===== config.mk =====
export PLATFORM = sky130hd
export DESIGN_NAME = ex_stage
export DESIGN_NICKNAME = d
export VERILOG_FILES = /design/src/common/ex_pkg.sv /design/src/common/isa_pkg.sv /design/src/decode/issue_gate.sv /design/src/execute/alu.sv /design/src/execute/branch_unit.sv /design/src/execute/csr_buffer.sv /design/src/execute/multiplier.sv /design/src/logic/ex_stage.sv /design/src/result/writeback_mux.sv
export SDC_FILE = /design/constraint.sdc
export NUM_CORES = 2
export LEC_CHECK = 0
export BUFFER_PORTS_ARGS = -buffer_cell sky130_fd_sc_hd__buf_2
export CORE_MARGIN = 2
export CORE_UTILIZATION = 55
export DETAILED_ROUTE_END_ITERATION = 16
export PLACE_DENSITY_LB_ADDON = 0.08
export SLEW_MARGIN = 20
export SYNTH_ARGS = -nofsm -noshare
export SYNTH_HDL_FRONTEND = slang
export SYNTH_SLANG_ARGS = --single-unit

===== constraint.sdc =====
create_clock -name clk_i -period 6.69 [get_ports clk_i]
set_input_delay 0 -clock clk_i [delete_from_list [all_inputs] [get_ports clk_i]]
set_output_delay 0 -clock clk_i [all_outputs]
set_load 0.03 [all_outputs]

===== src/common/ex_pkg.sv =====
// Execute-stage microarchitecture definitions
// scoreboard ID width and write-back source encoding
package ex_pkg;

  // ------------------------------------------------
  // scoreboard
  // ------------------------------------------------
  // 8 entries in flight
  localparam int unsigned DefaultTransIdBits = 3;

  // ------------------------------------------------
  // write-back sources
  // ------------------------------------------------
  // branch link address is the fallback
  typedef enum logic [1:0] {
    SRC_BRANCH,
    SRC_ALU,
    SRC_CSR,
    SRC_MUL
  } res_src_e;

endpackage


===== src/common/isa_pkg.sv =====
// RISC-V instruction-set definitions for the execute stage
// word width, operation codes, exception causes and the CSR operand layout
package isa_pkg;

  // ------------------------------------------------
  // data path
  // ------------------------------------------------
  // RV32 only
  localparam int unsigned Xlen = 32;

  // ------------------------------------------------
  // operation codes
  // ------------------------------------------------
  typedef enum logic [4:0] {
    // arithmetic, logic, shifts, set-less-than
    ADD, SUB, XORL, ORL, ANDL, SLL, SRL, SRA, SLTS, SLTU,
    // conditional branch compares
    EQ, NE, LTS, GES, LTU, GEU,
    // unconditional jumps
    JAL, JALR,
    // csr access
    CSRRW, CSRRS, CSRRC,
    // multiply, low and high halves
    MUL, MULH, MULHU, MULHSU
  } fu_op_e;

  // ------------------------------------------------
  // exceptions
  // ------------------------------------------------
  // mcause 0, instruction address misaligned
  localparam logic [Xlen-1:0] CauseInstrMisaligned = '0;

  // operand b is either plain data or carries the csr address
  typedef union packed {
    logic [Xlen-1:0] data;
    struct packed {
      logic [Xlen-13:0] rsvd;
      logic [11:0]      addr;
    } csr;
  } csr_word_u;

endpackage


===== src/decode/issue_gate.sv =====
// Issue gate for the fixed-latency units
// silences the shared operand bus per unit, flags non-branch issue
`timescale 1ns/1ps

module issue_gate #(
  parameter int unsigned TransIdBits = 3
) (
  input  isa_pkg::fu_op_e                fu_op_i,
  input  logic [isa_pkg::Xlen-1:0]       operand_a_i,
  input  logic [isa_pkg::Xlen-1:0]       operand_b_i,
  input  logic [TransIdBits-1:0]         trans_id_i,
  input  logic                           alu_valid_i,
  input  logic                           branch_valid_i,
  input  logic                           csr_valid_i,
  input  logic                           mult_valid_i,
  output isa_pkg::fu_op_e                alu_op_o,
  output logic [isa_pkg::Xlen-1:0]       alu_a_o,
  output logic [isa_pkg::Xlen-1:0]       alu_b_o,
  output isa_pkg::fu_op_e                mul_op_o,
  output logic [isa_pkg::Xlen-1:0]       mul_a_o,
  output logic [isa_pkg::Xlen-1:0]       mul_b_o,
  output logic [TransIdBits-1:0]         mul_trans_id_o,
  output logic                           other_fu_valid_o
);
  import isa_pkg::*;

  logic alu_sel;

  // alu also does the branch compare
  assign alu_sel = alu_valid_i | branch_valid_i;

  // idle datapaths see all zeros, no toggling
  assign alu_op_o = alu_sel ? fu_op_i : fu_op_e'('0);
  assign alu_a_o  = alu_sel ? operand_a_i : '0;
  assign alu_b_o  = alu_sel ? operand_b_i : '0;

  // multiplier only on its own strobe
  assign mul_op_o       = mult_valid_i ? fu_op_i : fu_op_e'('0);
  assign mul_a_o        = mult_valid_i ? operand_a_i : '0;
  assign mul_b_o        = mult_valid_i ? operand_b_i : '0;
  assign mul_trans_id_o = mult_valid_i ? trans_id_i : '0;

  // any non-branch issue, for the accidental mispredict check
  assign other_fu_valid_o = alu_valid_i | csr_valid_i | mult_valid_i;

endmodule


===== src/execute/alu.sv =====
// Single-cycle ALU
// add/sub, logic ops, shifts, set-less-than and the branch compare
`timescale 1ns/1ps

module alu (
  input  isa_pkg::fu_op_e          op_i,
  input  logic [isa_pkg::Xlen-1:0] a_i,
  input  logic [isa_pkg::Xlen-1:0] b_i,
  output logic [isa_pkg::Xlen-1:0] result_o,
  output logic                     compare_o
);
  import isa_pkg::*;

  logic [$clog2(Xlen)-1:0] shamt;
  logic                    less_s;
  logic                    less_u;
  logic                    equal;

  // shift amount from the low bits only
  assign shamt = b_i[$clog2(Xlen)-1:0];

  // shared compare terms
  assign less_s = $signed(a_i) < $signed(b_i);
  assign less_u = a_i < b_i;
  assign equal  = a_i == b_i;

  // ------------------------------------------------
  // result
  // ------------------------------------------------
  always_comb begin
    case (op_i)
      ADD:     result_o = a_i + b_i;
      SUB:     result_o = a_i - b_i;
      XORL:    result_o = a_i ^ b_i;
      ORL:     result_o = a_i | b_i;
      ANDL:    result_o = a_i & b_i;
      SLL:     result_o = a_i << shamt;
      SRL:     result_o = a_i >> shamt;
      // arithmetic shift keeps the sign
      SRA:     result_o = $unsigned($signed(a_i) >>> shamt);
      SLTS:    result_o = {{(Xlen-1){1'b0}}, less_s};
      SLTU:    result_o = {{(Xlen-1){1'b0}}, less_u};
      // branches and jumps produce no alu data
      default: result_o = '0;
    endcase
  end

  // ------------------------------------------------
  // branch compare
  // ------------------------------------------------
  always_comb begin
    case (op_i)
      EQ:      compare_o = equal;
      NE:      compare_o = ~equal;
      LTS:     compare_o = less_s;
      GES:     compare_o = ~less_s;
      LTU:     compare_o = less_u;
      GEU:     compare_o = ~less_u;
      default: compare_o = 1'b0;
    endcase
  end

endmodule


===== src/execute/branch_unit.sv =====
// Branch unit
// computes target and link address, resolves against the prediction
// and flags misaligned jump targets
`timescale 1ns/1ps

module branch_unit #(
  parameter bit RvcEn = 1'b1
) (
  input  isa_pkg::fu_op_e          fu_op_i,
  input  logic [isa_pkg::Xlen-1:0] operand_a_i,
  input  logic [isa_pkg::Xlen-1:0] imm_i,
  input  logic [isa_pkg::Xlen-1:0] pc_i,
  input  logic                     is_compressed_i,
  input  logic                     branch_valid_i,
  input  logic                     other_fu_valid_i,
  input  logic                     compare_i,
  input  logic                     predict_taken_i,
  input  logic [isa_pkg::Xlen-1:0] predict_target_i,
  output logic [isa_pkg::Xlen-1:0] link_o,
  output logic                     resolve_o,
  output logic                     taken_o,
  output logic [isa_pkg::Xlen-1:0] target_o,
  output logic                     mispredict_o,
  output logic                     exc_valid_o,
  output logic [isa_pkg::Xlen-1:0] exc_cause_o,
  output logic [isa_pkg::Xlen-1:0] exc_tval_o
);
  import isa_pkg::*;

  logic [Xlen-1:0] next_pc;
  logic [Xlen-1:0] base;
  logic [Xlen-1:0] sum;
  logic [Xlen-1:0] jump_target;
  logic            is_jump;
  logic            taken;

  // fall-through pc, 2 for compressed
  assign next_pc = pc_i + (is_compressed_i ? Xlen'(2) : Xlen'(4));
  assign link_o  = next_pc;

  // jalr is register relative, bit 0 dropped
  assign is_jump     = (fu_op_i == JAL) || (fu_op_i == JALR);
  assign base        = (fu_op_i == JALR) ? operand_a_i : pc_i;
  assign sum         = base + imm_i;
  assign jump_target = (fu_op_i == JALR) ? {sum[Xlen-1:1], 1'b0} : sum;
  assign taken       = is_jump | compare_i;

  // ------------------------------------------------
  // resolution
  // ------------------------------------------------
  always_comb begin
    resolve_o    = 1'b0;
    taken_o      = 1'b0;
    target_o     = next_pc;
    mispredict_o = 1'b0;
    if (branch_valid_i) begin
      resolve_o    = 1'b1;
      taken_o      = taken;
      target_o     = taken ? jump_target : next_pc;
      // wrong direction, or taken to the wrong place
      mispredict_o = (taken != predict_taken_i) ||
                     (taken && (jump_target != predict_target_i));
    end else if (other_fu_valid_i && predict_taken_i) begin
      // frontend predicted a jump on a non-branch, redirect to next pc
      resolve_o    = 1'b1;
      mispredict_o = 1'b1;
    end
  end

  // without compressed support targets must be word aligned
  assign exc_valid_o = branch_valid_i && taken && !RvcEn && jump_target[1];
  assign exc_cause_o = CauseInstrMisaligned;
  assign exc_tval_o  = jump_target;

endmodule


===== src/execute/csr_buffer.sv =====
// CSR buffer
// one entry holding the csr address until the instruction commits
`timescale 1ns/1ps

module csr_buffer (
  input  logic                     clk_i,
  input  logic                     rst_ni,
  input  logic                     flush_i,
  input  logic [isa_pkg::Xlen-1:0] operand_a_i,
  input  isa_pkg::csr_word_u       operand_b_i,
  input  logic                     csr_valid_i,
  input  logic                     csr_commit_i,
  output logic                     ready_o,
  output logic [isa_pkg::Xlen-1:0] result_o,
  output logic [11:0]              csr_addr_o
);

  logic        full_q;
  logic [11:0] addr_q;

  // full entry blocks all further issue
  assign ready_o    = ~full_q;
  // write data goes back unchanged, the csr file does the access on commit
  assign result_o   = operand_a_i;
  assign csr_addr_o = addr_q;

  always_ff @(posedge clk_i or negedge rst_ni) begin
    if (!rst_ni) begin
      full_q <= 1'b0;
    end else if (flush_i) begin
      full_q <= 1'b0;
    end else if (csr_valid_i) begin
      full_q <= 1'b1;
    end else if (csr_commit_i) begin
      full_q <= 1'b0;
    end
  end

  // address field of operand b
  always_ff @(posedge clk_i) begin
    if (csr_valid_i) begin
      addr_q <= operand_b_i.csr.addr;
    end
  end

endmodule


===== src/execute/multiplier.sv =====
// Fixed one-cycle multiplier
// signed, unsigned and mixed products, low or high half registered with the ID
`timescale 1ns/1ps

module multiplier #(
  parameter int unsigned TransIdBits = 3
) (
  input  logic                     clk_i,
  input  logic                     rst_ni,
  input  logic                     flush_i,
  input  logic                     valid_i,
  input  isa_pkg::fu_op_e          op_i,
  input  logic [isa_pkg::Xlen-1:0] a_i,
  input  logic [isa_pkg::Xlen-1:0] b_i,
  input  logic [TransIdBits-1:0]   trans_id_i,
  output logic [isa_pkg::Xlen-1:0] result_o,
  output logic [TransIdBits-1:0]   trans_id_o,
  output logic                     valid_o,
  output logic                     ready_o
);
  import isa_pkg::*;

  logic              sign_a;
  logic              sign_b;
  logic [Xlen:0]     a_ext;
  logic [Xlen:0]     b_ext;
  logic [2*Xlen+1:0] product;
  logic [Xlen-1:0]   half;
  logic [Xlen-1:0]   result_q;
  logic [TransIdBits-1:0] trans_id_q;
  logic              valid_q;

  // mulhsu takes a signed and b unsigned
  assign sign_a = (op_i == MULH) || (op_i == MULHSU);
  assign sign_b = (op_i == MULH);

  // one extra bit turns every flavour into a signed multiply
  assign a_ext   = {sign_a & a_i[Xlen-1], a_i};
  assign b_ext   = {sign_b & b_i[Xlen-1], b_i};
  // full width product, operands sized by the target
  assign product = $signed(a_ext) * $signed(b_ext);
  assign half    = (op_i == MUL) ? product[Xlen-1:0] : product[2*Xlen-1:Xlen];

  // flush drops the result in flight
  always_ff @(posedge clk_i or negedge rst_ni) begin
    if (!rst_ni) begin
      valid_q <= 1'b0;
    end else begin
      valid_q <= valid_i & ~flush_i;
    end
  end

  always_ff @(posedge clk_i) begin
    result_q   <= half;
    trans_id_q <= trans_id_i;
  end

  assign result_o   = result_q;
  assign trans_id_o = trans_id_q;
  assign valid_o    = valid_q;
  // accepts a new op every cycle
  assign ready_o    = 1'b1;

endmodule


===== src/logic/ex_stage.sv =====
// Execute stage, fixed-latency half
// ALU, branch unit, CSR buffer and multiplier behind one issue port
// and one write-back port
`timescale 1ns/1ps

module ex_stage #(
  parameter int unsigned TransIdBits = ex_pkg::DefaultTransIdBits,
  parameter bit          RvcEn       = 1'b1
) (
  input  logic                     clk_i,
  input  logic                     rst_ni,
  input  logic                     flush_i,
  // issue bus
  input  isa_pkg::fu_op_e          fu_op_i,
  input  logic [isa_pkg::Xlen-1:0] operand_a_i,
  input  logic [isa_pkg::Xlen-1:0] operand_b_i,
  input  logic [isa_pkg::Xlen-1:0] imm_i,
  input  logic [TransIdBits-1:0]   trans_id_i,
  input  logic [isa_pkg::Xlen-1:0] pc_i,
  input  logic                     is_compressed_i,
  input  logic                     alu_valid_i,
  input  logic                     branch_valid_i,
  input  logic                     csr_valid_i,
  input  logic                     mult_valid_i,
  input  logic                     csr_commit_i,
  input  logic                     predict_taken_i,
  input  logic [isa_pkg::Xlen-1:0] predict_target_i,
  // write-back
  output logic [isa_pkg::Xlen-1:0] flu_result_o,
  output logic [TransIdBits-1:0]   flu_trans_id_o,
  output logic                     flu_valid_o,
  output logic                     flu_ready_o,
  // branch resolution
  output logic                     resolve_branch_o,
  output logic [isa_pkg::Xlen-1:0] resolved_target_o,
  output logic                     resolved_taken_o,
  output logic                     mispredict_o,
  output logic                     branch_exception_valid_o,
  output logic [isa_pkg::Xlen-1:0] branch_exception_cause_o,
  output logic [isa_pkg::Xlen-1:0] branch_exception_tval_o,
  output logic [11:0]              csr_addr_o
);
  import isa_pkg::*;

  fu_op_e                 alu_op;
  fu_op_e                 mul_op;
  logic [Xlen-1:0]        alu_a;
  logic [Xlen-1:0]        alu_b;
  logic [Xlen-1:0]        mul_a;
  logic [Xlen-1:0]        mul_b;
  logic [TransIdBits-1:0] mul_trans_id;
  logic                   other_fu_valid;
  // unit results
  logic [Xlen-1:0]        alu_result;
  logic                   alu_compare;
  logic [Xlen-1:0]        branch_result;
  logic [Xlen-1:0]        csr_result;
  logic                   csr_ready;
  logic [Xlen-1:0]        mult_result;
  logic [TransIdBits-1:0] mult_trans_id;
  logic                   mult_valid;
  logic                   mult_ready;

  // ------------------------------------------------
  // operand silencing
  // ------------------------------------------------
  issue_gate #(
    .TransIdBits (TransIdBits)
  ) u_issue_gate (
    .fu_op_i, .operand_a_i, .operand_b_i, .trans_id_i,
    .alu_valid_i, .branch_valid_i, .csr_valid_i, .mult_valid_i,
    .alu_op_o         (alu_op),
    .alu_a_o          (alu_a),
    .alu_b_o          (alu_b),
    .mul_op_o         (mul_op),
    .mul_a_o          (mul_a),
    .mul_b_o          (mul_b),
    .mul_trans_id_o   (mul_trans_id),
    .other_fu_valid_o (other_fu_valid)
  );

  // ------------------------------------------------
  // single-cycle units
  // ------------------------------------------------
  alu u_alu (
    .op_i      (alu_op),
    .a_i       (alu_a),
    .b_i       (alu_b),
    .result_o  (alu_result),
    .compare_o (alu_compare)
  );

  // sees the raw bus, the compare comes from the alu
  branch_unit #(
    .RvcEn (RvcEn)
  ) u_branch_unit (
    .fu_op_i, .operand_a_i, .imm_i, .pc_i, .is_compressed_i,
    .branch_valid_i, .predict_taken_i, .predict_target_i,
    .other_fu_valid_i (other_fu_valid),
    .compare_i        (alu_compare),
    .link_o           (branch_result),
    .resolve_o        (resolve_branch_o),
    .taken_o          (resolved_taken_o),
    .target_o         (resolved_target_o),
    .mispredict_o,
    .exc_valid_o      (branch_exception_valid_o),
    .exc_cause_o      (branch_exception_cause_o),
    .exc_tval_o       (branch_exception_tval_o)
  );

  csr_buffer u_csr_buffer (
    .clk_i, .rst_ni, .flush_i, .operand_a_i, .operand_b_i,
    .csr_valid_i, .csr_commit_i, .csr_addr_o,
    .ready_o  (csr_ready),
    .result_o (csr_result)
  );

  // ------------------------------------------------
  // multiplier and write-back
  // ------------------------------------------------
  multiplier #(
    .TransIdBits (TransIdBits)
  ) u_multiplier (
    .clk_i, .rst_ni, .flush_i,
    .valid_i    (mult_valid_i),
    .op_i       (mul_op),
    .a_i        (mul_a),
    .b_i        (mul_b),
    .trans_id_i (mul_trans_id),
    .result_o   (mult_result),
    .trans_id_o (mult_trans_id),
    .valid_o    (mult_valid),
    .ready_o    (mult_ready)
  );

  writeback_mux #(
    .TransIdBits (TransIdBits)
  ) u_writeback_mux (
    .alu_valid_i, .branch_valid_i, .csr_valid_i, .trans_id_i,
    .mult_valid_i    (mult_valid),
    .alu_result_i    (alu_result),
    .csr_result_i    (csr_result),
    .mult_result_i   (mult_result),
    .branch_result_i (branch_result),
    .mult_trans_id_i (mult_trans_id),
    .csr_ready_i     (csr_ready),
    .mult_ready_i    (mult_ready),
    .result_o        (flu_result_o),
    .trans_id_o      (flu_trans_id_o),
    .valid_o         (flu_valid_o),
    .ready_o         (flu_ready_o)
  );

endmodule


===== src/result/writeback_mux.sv =====
// Write-back mux for the fixed-latency units
// priority select of result and ID, combined valid and ready
`timescale 1ns/1ps

module writeback_mux #(
  parameter int unsigned TransIdBits = 3
) (
  input  logic                     alu_valid_i,
  input  logic                     branch_valid_i,
  input  logic                     csr_valid_i,
  input  logic                     mult_valid_i,
  input  logic [isa_pkg::Xlen-1:0] alu_result_i,
  input  logic [isa_pkg::Xlen-1:0] csr_result_i,
  input  logic [isa_pkg::Xlen-1:0] mult_result_i,
  input  logic [isa_pkg::Xlen-1:0] branch_result_i,
  input  logic [TransIdBits-1:0]   trans_id_i,
  input  logic [TransIdBits-1:0]   mult_trans_id_i,
  input  logic                     csr_ready_i,
  input  logic                     mult_ready_i,
  output logic [isa_pkg::Xlen-1:0] result_o,
  output logic [TransIdBits-1:0]   trans_id_o,
  output logic                     valid_o,
  output logic                     ready_o
);
  import ex_pkg::*;

  res_src_e sel;

  // alu, csr, mul, branch link address last
  always_comb begin
    if (alu_valid_i) begin
      sel = SRC_ALU;
    end else if (csr_valid_i) begin
      sel = SRC_CSR;
    end else if (mult_valid_i) begin
      sel = SRC_MUL;
    end else begin
      sel = SRC_BRANCH;
    end
  end

  always_comb begin
    case (sel)
      SRC_ALU: result_o = alu_result_i;
      SRC_CSR: result_o = csr_result_i;
      SRC_MUL: result_o = mult_result_i;
      default: result_o = branch_result_i;
    endcase
  end

  // mul ID is a cycle old, all others come from the issue port
  assign trans_id_o = (sel == SRC_MUL) ? mult_trans_id_i : trans_id_i;

  assign valid_o = alu_valid_i | branch_valid_i | csr_valid_i | mult_valid_i;
  assign ready_o = csr_ready_i & mult_ready_i;

endmodule


Word-level counts from Yosys, hierarchy flattened
Index checks and enable logic that the tools add are counted.

Flip-flop bits (word level): 49. Bits in latches: 0. Bits in writable memories: 0. ROM bits: 0. Bits of input ports: 178. Output and inout port bits: 149. Word-level logic and storage cells: 91. Memories: 0.

$add $sub $neg: 4. Multipliers: 1. Div/mod/pow operators: 0. Magnitude comparators: 2. Eq/ne operators: 26. Shift-type cells: 3. Mux-type cells: 26. Bitwise gates (word level): 17. Reduce and logical (&&, ||, !) cells: 7.

Operator list (number): 32-bit case mux with 10 select lines (1); 32-bit two-way mux (8); 32-bit adder (3); 32-bit case mux with 3 select lines (1); 32-bit less-than comparator (2); 33-bit by 33-bit multiplier with 64-bit output (1); 5-bit by 4-bit equality test with 1-bit output (second input constant) (8); 32-bit bitwise AND (1); 32-bit equality test (1); 32-bit != test (1); 32-bit OR (1); 32-bit by 5-bit left shift with 32-bit output (1); 32-bit by 5-bit right shift with 32-bit output (1); 32-bit by 5-bit >>> shifter with 32-bit output (1); 32-bit subtractor (1); 32-bit XOR (1); 5-bit equality test (second input constant) (5); 5-bit by 3-bit equality test with 1-bit output (second input constant) (4); 5-bit by 2-bit equality test with 1-bit output (second input constant) (2); 5-bit two-way mux (2); 1-bit two-way mux (8); 2-bit two-way mux (3); 3-bit two-way mux (2); 1-bit OR (6); 11 further kinds (21).

Depth between registers and ports, before layout
Word-level depth: 9. Mapped depth: 35. Mapped depth without buffers: 31.

By module
Synthesis repeated with hierarchy kept, for this count alone.

Cell total of the unflattened synthesis: 6736. Area, all modules: 55680.9 um^2.

By module, submodules not included: multiplier (instances 1, cells an instance 4387, area an instance 39325.2 um^2, seq. area each 725.7 um^2); alu (instances 1, cells an instance 1321, area an instance 8913.5 um^2, seq. area each 0.0 um^2); branch_unit (instances 1, cells an instance 691, area an instance 4764.6 um^2, seq. area each 0.0 um^2); issue_gate (instances 1, cells an instance 165, area an instance 1106.1 um^2, seq. area each 0.0 um^2); writeback_mux (instances 1, cells an instance 123, area an instance 923.4 um^2, seq. area each 0.0 um^2); csr_buffer (instances 1, cells an instance 49, area an instance 648.1 um^2, seq. area each 385.4 um^2).

Worst setup path before layout
No wires, ideal clock.

Kind: input-to-reg. From: input fu_op_i[3]. To: register u_multiplier.result_q[25] (netlist: u_multiplier.result_o[25]). Library setup time: 0.116 ns. Arrival time: 8.441 ns. Required time: 6.574 ns. Slack: -1.866 ns. Stages: 32. Path buffers: 5. Cell sequence: clkbuf_1 > nor2b_1 > clkbuf_1 > nand2_1 > a21oi_1 > clkbuf_1 > clkbuf_1 > nand2_1 > fa_1 > fa_1 > inv_1 > fa_1 > inv_1 > fa_1 > inv_1 > fa_1 > fa_1 > fa_1 > inv_1 > fa_1 > inv_1 > ha_1 > clkbuf_1 > a21oi_1 > inv_1 > a211o_1 > a22o_1 > o31ai_1 > a21boi_1 > o21ai_1 > nand3_1 > a31o_1.

Word-level cells in the longest chain between the ends: 6. Elaborated cells on any way between the ends: 9. Those cells by class: 1 x mul; 3 x eq/ne; 2 x mux; 2 x bitwise; 1 x reduce/logical.

RTL lines: start, declared (RTL line ex_stage.sv:14) `input isa_pkg::fu_op_e fu_op_i,`; 5-bit two-way mux (*) (RTL line issue_gate.sv:38) `assign mul_op_o = mult_valid_i ? fu_op_i : fu_op_e'('0);`; 5-bit equality test (on tied branches) (RTL line multiplier.sv:34, multiplier.sv:35); 1-bit logical OR (RTL line multiplier.sv:34) `assign sign_a = (op_i == MULH) || (op_i == MULHSU);`; 1-bit bitwise AND (RTL line multiplier.sv:38) `assign a_ext = {sign_a & a_i[Xlen-1], a_i};`; 33-bit by 33-bit multiplier with 64-bit output (RTL line multiplier.sv:41) `assign product = $signed(a_ext) * $signed(b_ext);`; 32-bit two-way mux (*) (RTL line multiplier.sv:42) `assign half = (op_i == MUL) ? product[Xlen-1:0] : product[2*Xlen-1:Xlen];`; named net u_multiplier.half[25] (RTL line multiplier.sv:28) `logic [Xlen-1:0] half;`; end signal, assigned (RTL line multiplier.sv:54) `result_q <= half;`; end, declared (RTL line multiplier.sv:29) `logic [Xlen-1:0] result_q;`.

The timed path passes the listed nets; every way through them passes the cells marked *. A chain may end at the register's enable or synchronous reset.

Worst setup path in the final report
From: input operand_a_i[31] (netlist name). To: register u_multiplier.result_q[28] (netlist: u_multiplier.result_o[28]).

Word-level cells in the longest chain between the ends: 4.

RTL lines: start, declared (RTL line ex_stage.sv:15) `input logic [isa_pkg::Xlen-1:0] operand_a_i,`; 32-bit two-way mux (*) (RTL line issue_gate.sv:39) `assign mul_a_o = mult_valid_i ? operand_a_i : '0;`; 1-bit bitwise AND (RTL line multiplier.sv:38); 33-bit by 33-bit multiplier with 64-bit output (*) (RTL line multiplier.sv:41); 32-bit two-way mux (*) (RTL line multiplier.sv:42); named net u_multiplier.half[28] (RTL line multiplier.sv:28).

Marks and branches as above.

==> metrics.md <==
| Metric | Value |
|---|---|
| Total track usage | `0.502` |
| Asr flop ratio synth | `0.0408` |
| Clk_lat worst skew | `about 0.34 ns` |
| Status | `complete, but fails checks` |
| R2r startpoint | `u_csr_buffer.full_q` |
| Critical path's largest stage delay | `between 0.5 and 0.6 ns` |
| Vias per cell | `roughly 6.3` |
| IO Pins | `327` |
| Buffer levels on the longest clock path | `2` |
| Most common cell after layout, fill and taps aside | `inv_1` |
| Final Core Density | `0.673` |
| Dpl hpwl | `~210 mm` |
| CTS Sinks | `between 40 and 50` |
| Global-route wire length before repair | `between 300 and 400 mm` |
| Critical R2R Capture | `u_csr_buffer.full_q` |
| Setup CP Type | `in -> reg` |
| Xor/xnor share of the synthesized area | `0.0277` |
| Proportion of synthesized chip area in sequential cells | `0.0205` |
| Std cell rows | `115` |
| Routability cong. | `~1.2` |
| Simple-Gate Fraction of Synth Area | `0.173` |
| Post-Syn Area | `~54,000 um^2` |
| Min cycle time layout | `around 7.4 ns` |
| Drt pass-1 iters | `8` |
| Syn-to-layout area delta | `21.8%` |
| Vias in the first global route | `around 56,000` |
| Initial antenna violation count | `35` |
| Cell Area, Placed | `62,300 um^2` |
| Post-layout nets | `approximately 9,100` |
| Arr. time, crit path | `7.63 ns` |
| Core Area | `98,000 um^2` |
| Most frequent cells in the layout | `inv_1, fa_1, nand2_1` |
| RSZ-0062 raised after global routing | `yes` |
| Peak Freq | `136 MHz` |
| GRT overflow | `0` |
| DRT antenna net count | `0` |
| Unique masters post-synth | `roughly 100` |
| Met2 Use GR | `0.735` |
| Worst slew pin tran | `around 1.4 ns` |
| Starting Density | `0.553` |
| Slew Viols, Final | `0` |
| Worst slew margin | `0.0888` |
| Data required time at the worst endpoint | `between 6 and 7 ns` |
| Die width | `318 um` |
| Avg Cell Area, Syn | `approximately 8.1 um^2` |
| M3 GR Usage | `0.182` |
| Final period utilization | `1.10` |
| Proportion of layout cells with a drive suffix above 1 | `0.225` |
| Crit path launch | `operand_a_i[31]` |
| Initial DRC Count | `7,518` |
| Met1 usage in global routing | `0.600` |
| Hold Slack | `~0.13 ns` |
| Failing checks | `setup timing` |
| Synth Area in Compound Gates | `0.126` |
| Number of flops mapped to enable cells by yosys | `12` |
| Largest net degree at the start of global routing | `approximately 140` |
| Portion of netlist area occupied by mux cells | `0.0264` |
| Final setup violation count | `32` |
| Routed via count | `around 55,000` |
| Die area | `101,000 um^2` |
| FF-to-FF path depth | `2` |
| Primary FF master, synth | `dfxtp_1` |
| Critical Path Source Type | `input pin` |
| HP Class | `in -> reg` |
| Top cell by count, worst path | `fa_1` |
| Critical path capture point type | `register` |
| YS warnings | `0` |
| Largest family of logic cells by synthesized area | `adder cells` |
| Post-Synth Adder-Cell Area | `0.496` |
| Syn Inst Count | `between 6,000 and 7,000` |
| Register bit count reported by yosys | `49` |
| H-tree depth | `2` |
| Port bufs | `between 200 and 300` |
| CTS tree | `done` |
| CP max-delay cell | `fa_2` |
| Wire length per cell | `29.1 um` |
| Maxcap violations | `0` |
| CP Max Fanout | `6` |
| Final Hold Viols | `0` |
| GR peak layer | `met2` |
| Clk slew on worst S/H paths | `roughly 0.08 ns` |
| Drt drc | `0` |
| Die Y | `about 320 um` |
| Flop2flop setup slack | `approximately 6 ns` |
| Inserted Clock Buffers | `5` |
| Final Instance Area | `about 66,000 um^2` |
| Critical path endpoint | `u_multiplier.result_o[28]` |
| Slack of the critical path | `-0.678 ns` |
| Root buf cell | `clkbuf_16` |
| Final wirelength | `approximately 250 mm` |
| Final clock skew | `0 ns` |
## cells in the mapped netlist, drive strengths merged (37+ instances only)
cell type / n / area [um^2]
nand2: 1003 / 3760
o21bai: 37 / 278
a211oi: 55 / 423
o21ai: 213 / 1070
and3: 328 / 2050
a21o: 72 / 541
nor3: 46 / 230
mux2i: 55 / 551
xnor2: 116 / 1020
and2: 67 / 419
clkbuf: 414 / 1560
a21oi: 278 / 1400
nand3: 81 / 410
nor2: 351 / 1330
xor2: 50 / 438
ha: 342 / 4280
a221oi: 55 / 488
fa: 1129 / 22600
inv: 1318 / 4950
buf: 91 / 521
## layer usage
| layer | vias to the layer above | part of all wire |
|---|---|---|
| met1 | 26900 | 0.34 |
| met4 | 12 | 0.10 |
| met5 | - | 0.00043 |
| li1 | 22500 | - |
| met3 | 1138 | 0.14 |
| met2 | 4174 | 0.42 |
## metrics by stage
step / std cells / TNS (ns) / worst slack [ns]
global placement: 8553 / -33.47 / -1.28
global route: 8697 / -20.21 / -0.884
floorplan: 6737 / -9.58 / -1.07
finish: 8722 / -15.12 / -0.678
CTS: 8642 / -9.63 / -0.514
detailed placement: 8554 / -34.88 / -1.34
## registers in the layout, summed over array words and instances, names as in the netlist
name / flops
u_multiplier.trans_id_o: 3
u_csr_buffer.csr_addr_o: 12
u_csr_buffer.full_q: 1
u_multiplier.result_o: 32
u_multiplier.valid_o: 1
## repair_timing
| item | CTS | global route |
|---|---|---|
| buffers inserted | 70 | 57 |
| endpoints found under the hold margin | 7 | 0 |
| hold buffers | 7 | 0 |
| setup endpoints to repair | 32 | 32 |
| pin swaps | 222 | 158 |
| cloned | 13 | 2 |
| gates resized for setup | 337 | 187 |
## final cells by class
| type | instances | area, um^2 |
|---|---|---|
| multi-input cells | 4862 | 48300 |
| repair buffers | 1167 | 9730 |
| well taps | 1287 | 1610 |
| clock buffers | 5 | 125 |
| clock inverters | 3 | 43.8 |
| diodes | 28 | 70.1 |
| flip-flops and latches | 49 | 1110 |
| fillers | 8119 | 32000 |
| inverters | 1321 | 4970 |
## cell families (layout without fill, tap and decap cells)
kind of cell | after synthesis | after routing
AO/OA/AOI/OAI | 1033 | 1033
XOR/XNOR | 168 | 168
adder cells (fa/ha/maj) | 1471 | 1471
buffers and inverters | 1826 | 2496
flip-flops | 49 | 49
multiplexers | 108 | 108
other | 1 | 61
AND/OR/NAND/NOR | 2049 | 2049
## worst min path at each step
stage,startpoint,endpoint,depth (start not counted)
after floorplan,rst_ni,u_csr_buffer.full_q,0
after global placement,rst_ni,u_csr_buffer.full_q,1
after detailed placement,rst_ni,u_csr_buffer.full_q,1
after CTS,operand_b_i[5],u_csr_buffer.csr_addr_o[5],2
after global routing,operand_b_i[5],u_csr_buffer.csr_addr_o[5],2
final,operand_b_i[5],u_csr_buffer.csr_addr_o[5],2
## worst max-delay path, delay by kind of cell
| family | cells | cell delay [ns] |
|---|---|---|
| and+or+nand+nor | 7 | 1.03 |
| buffers and inverters | 10 | 1.16 |
| AOI/OAI and AO/OA | 7 | 1.13 |
| adders and majority gates | 9 | 4.27 |
Power is not shown: default switching activity piles up to over one toggle a cycle in this logic, so the estimate is an artifact.
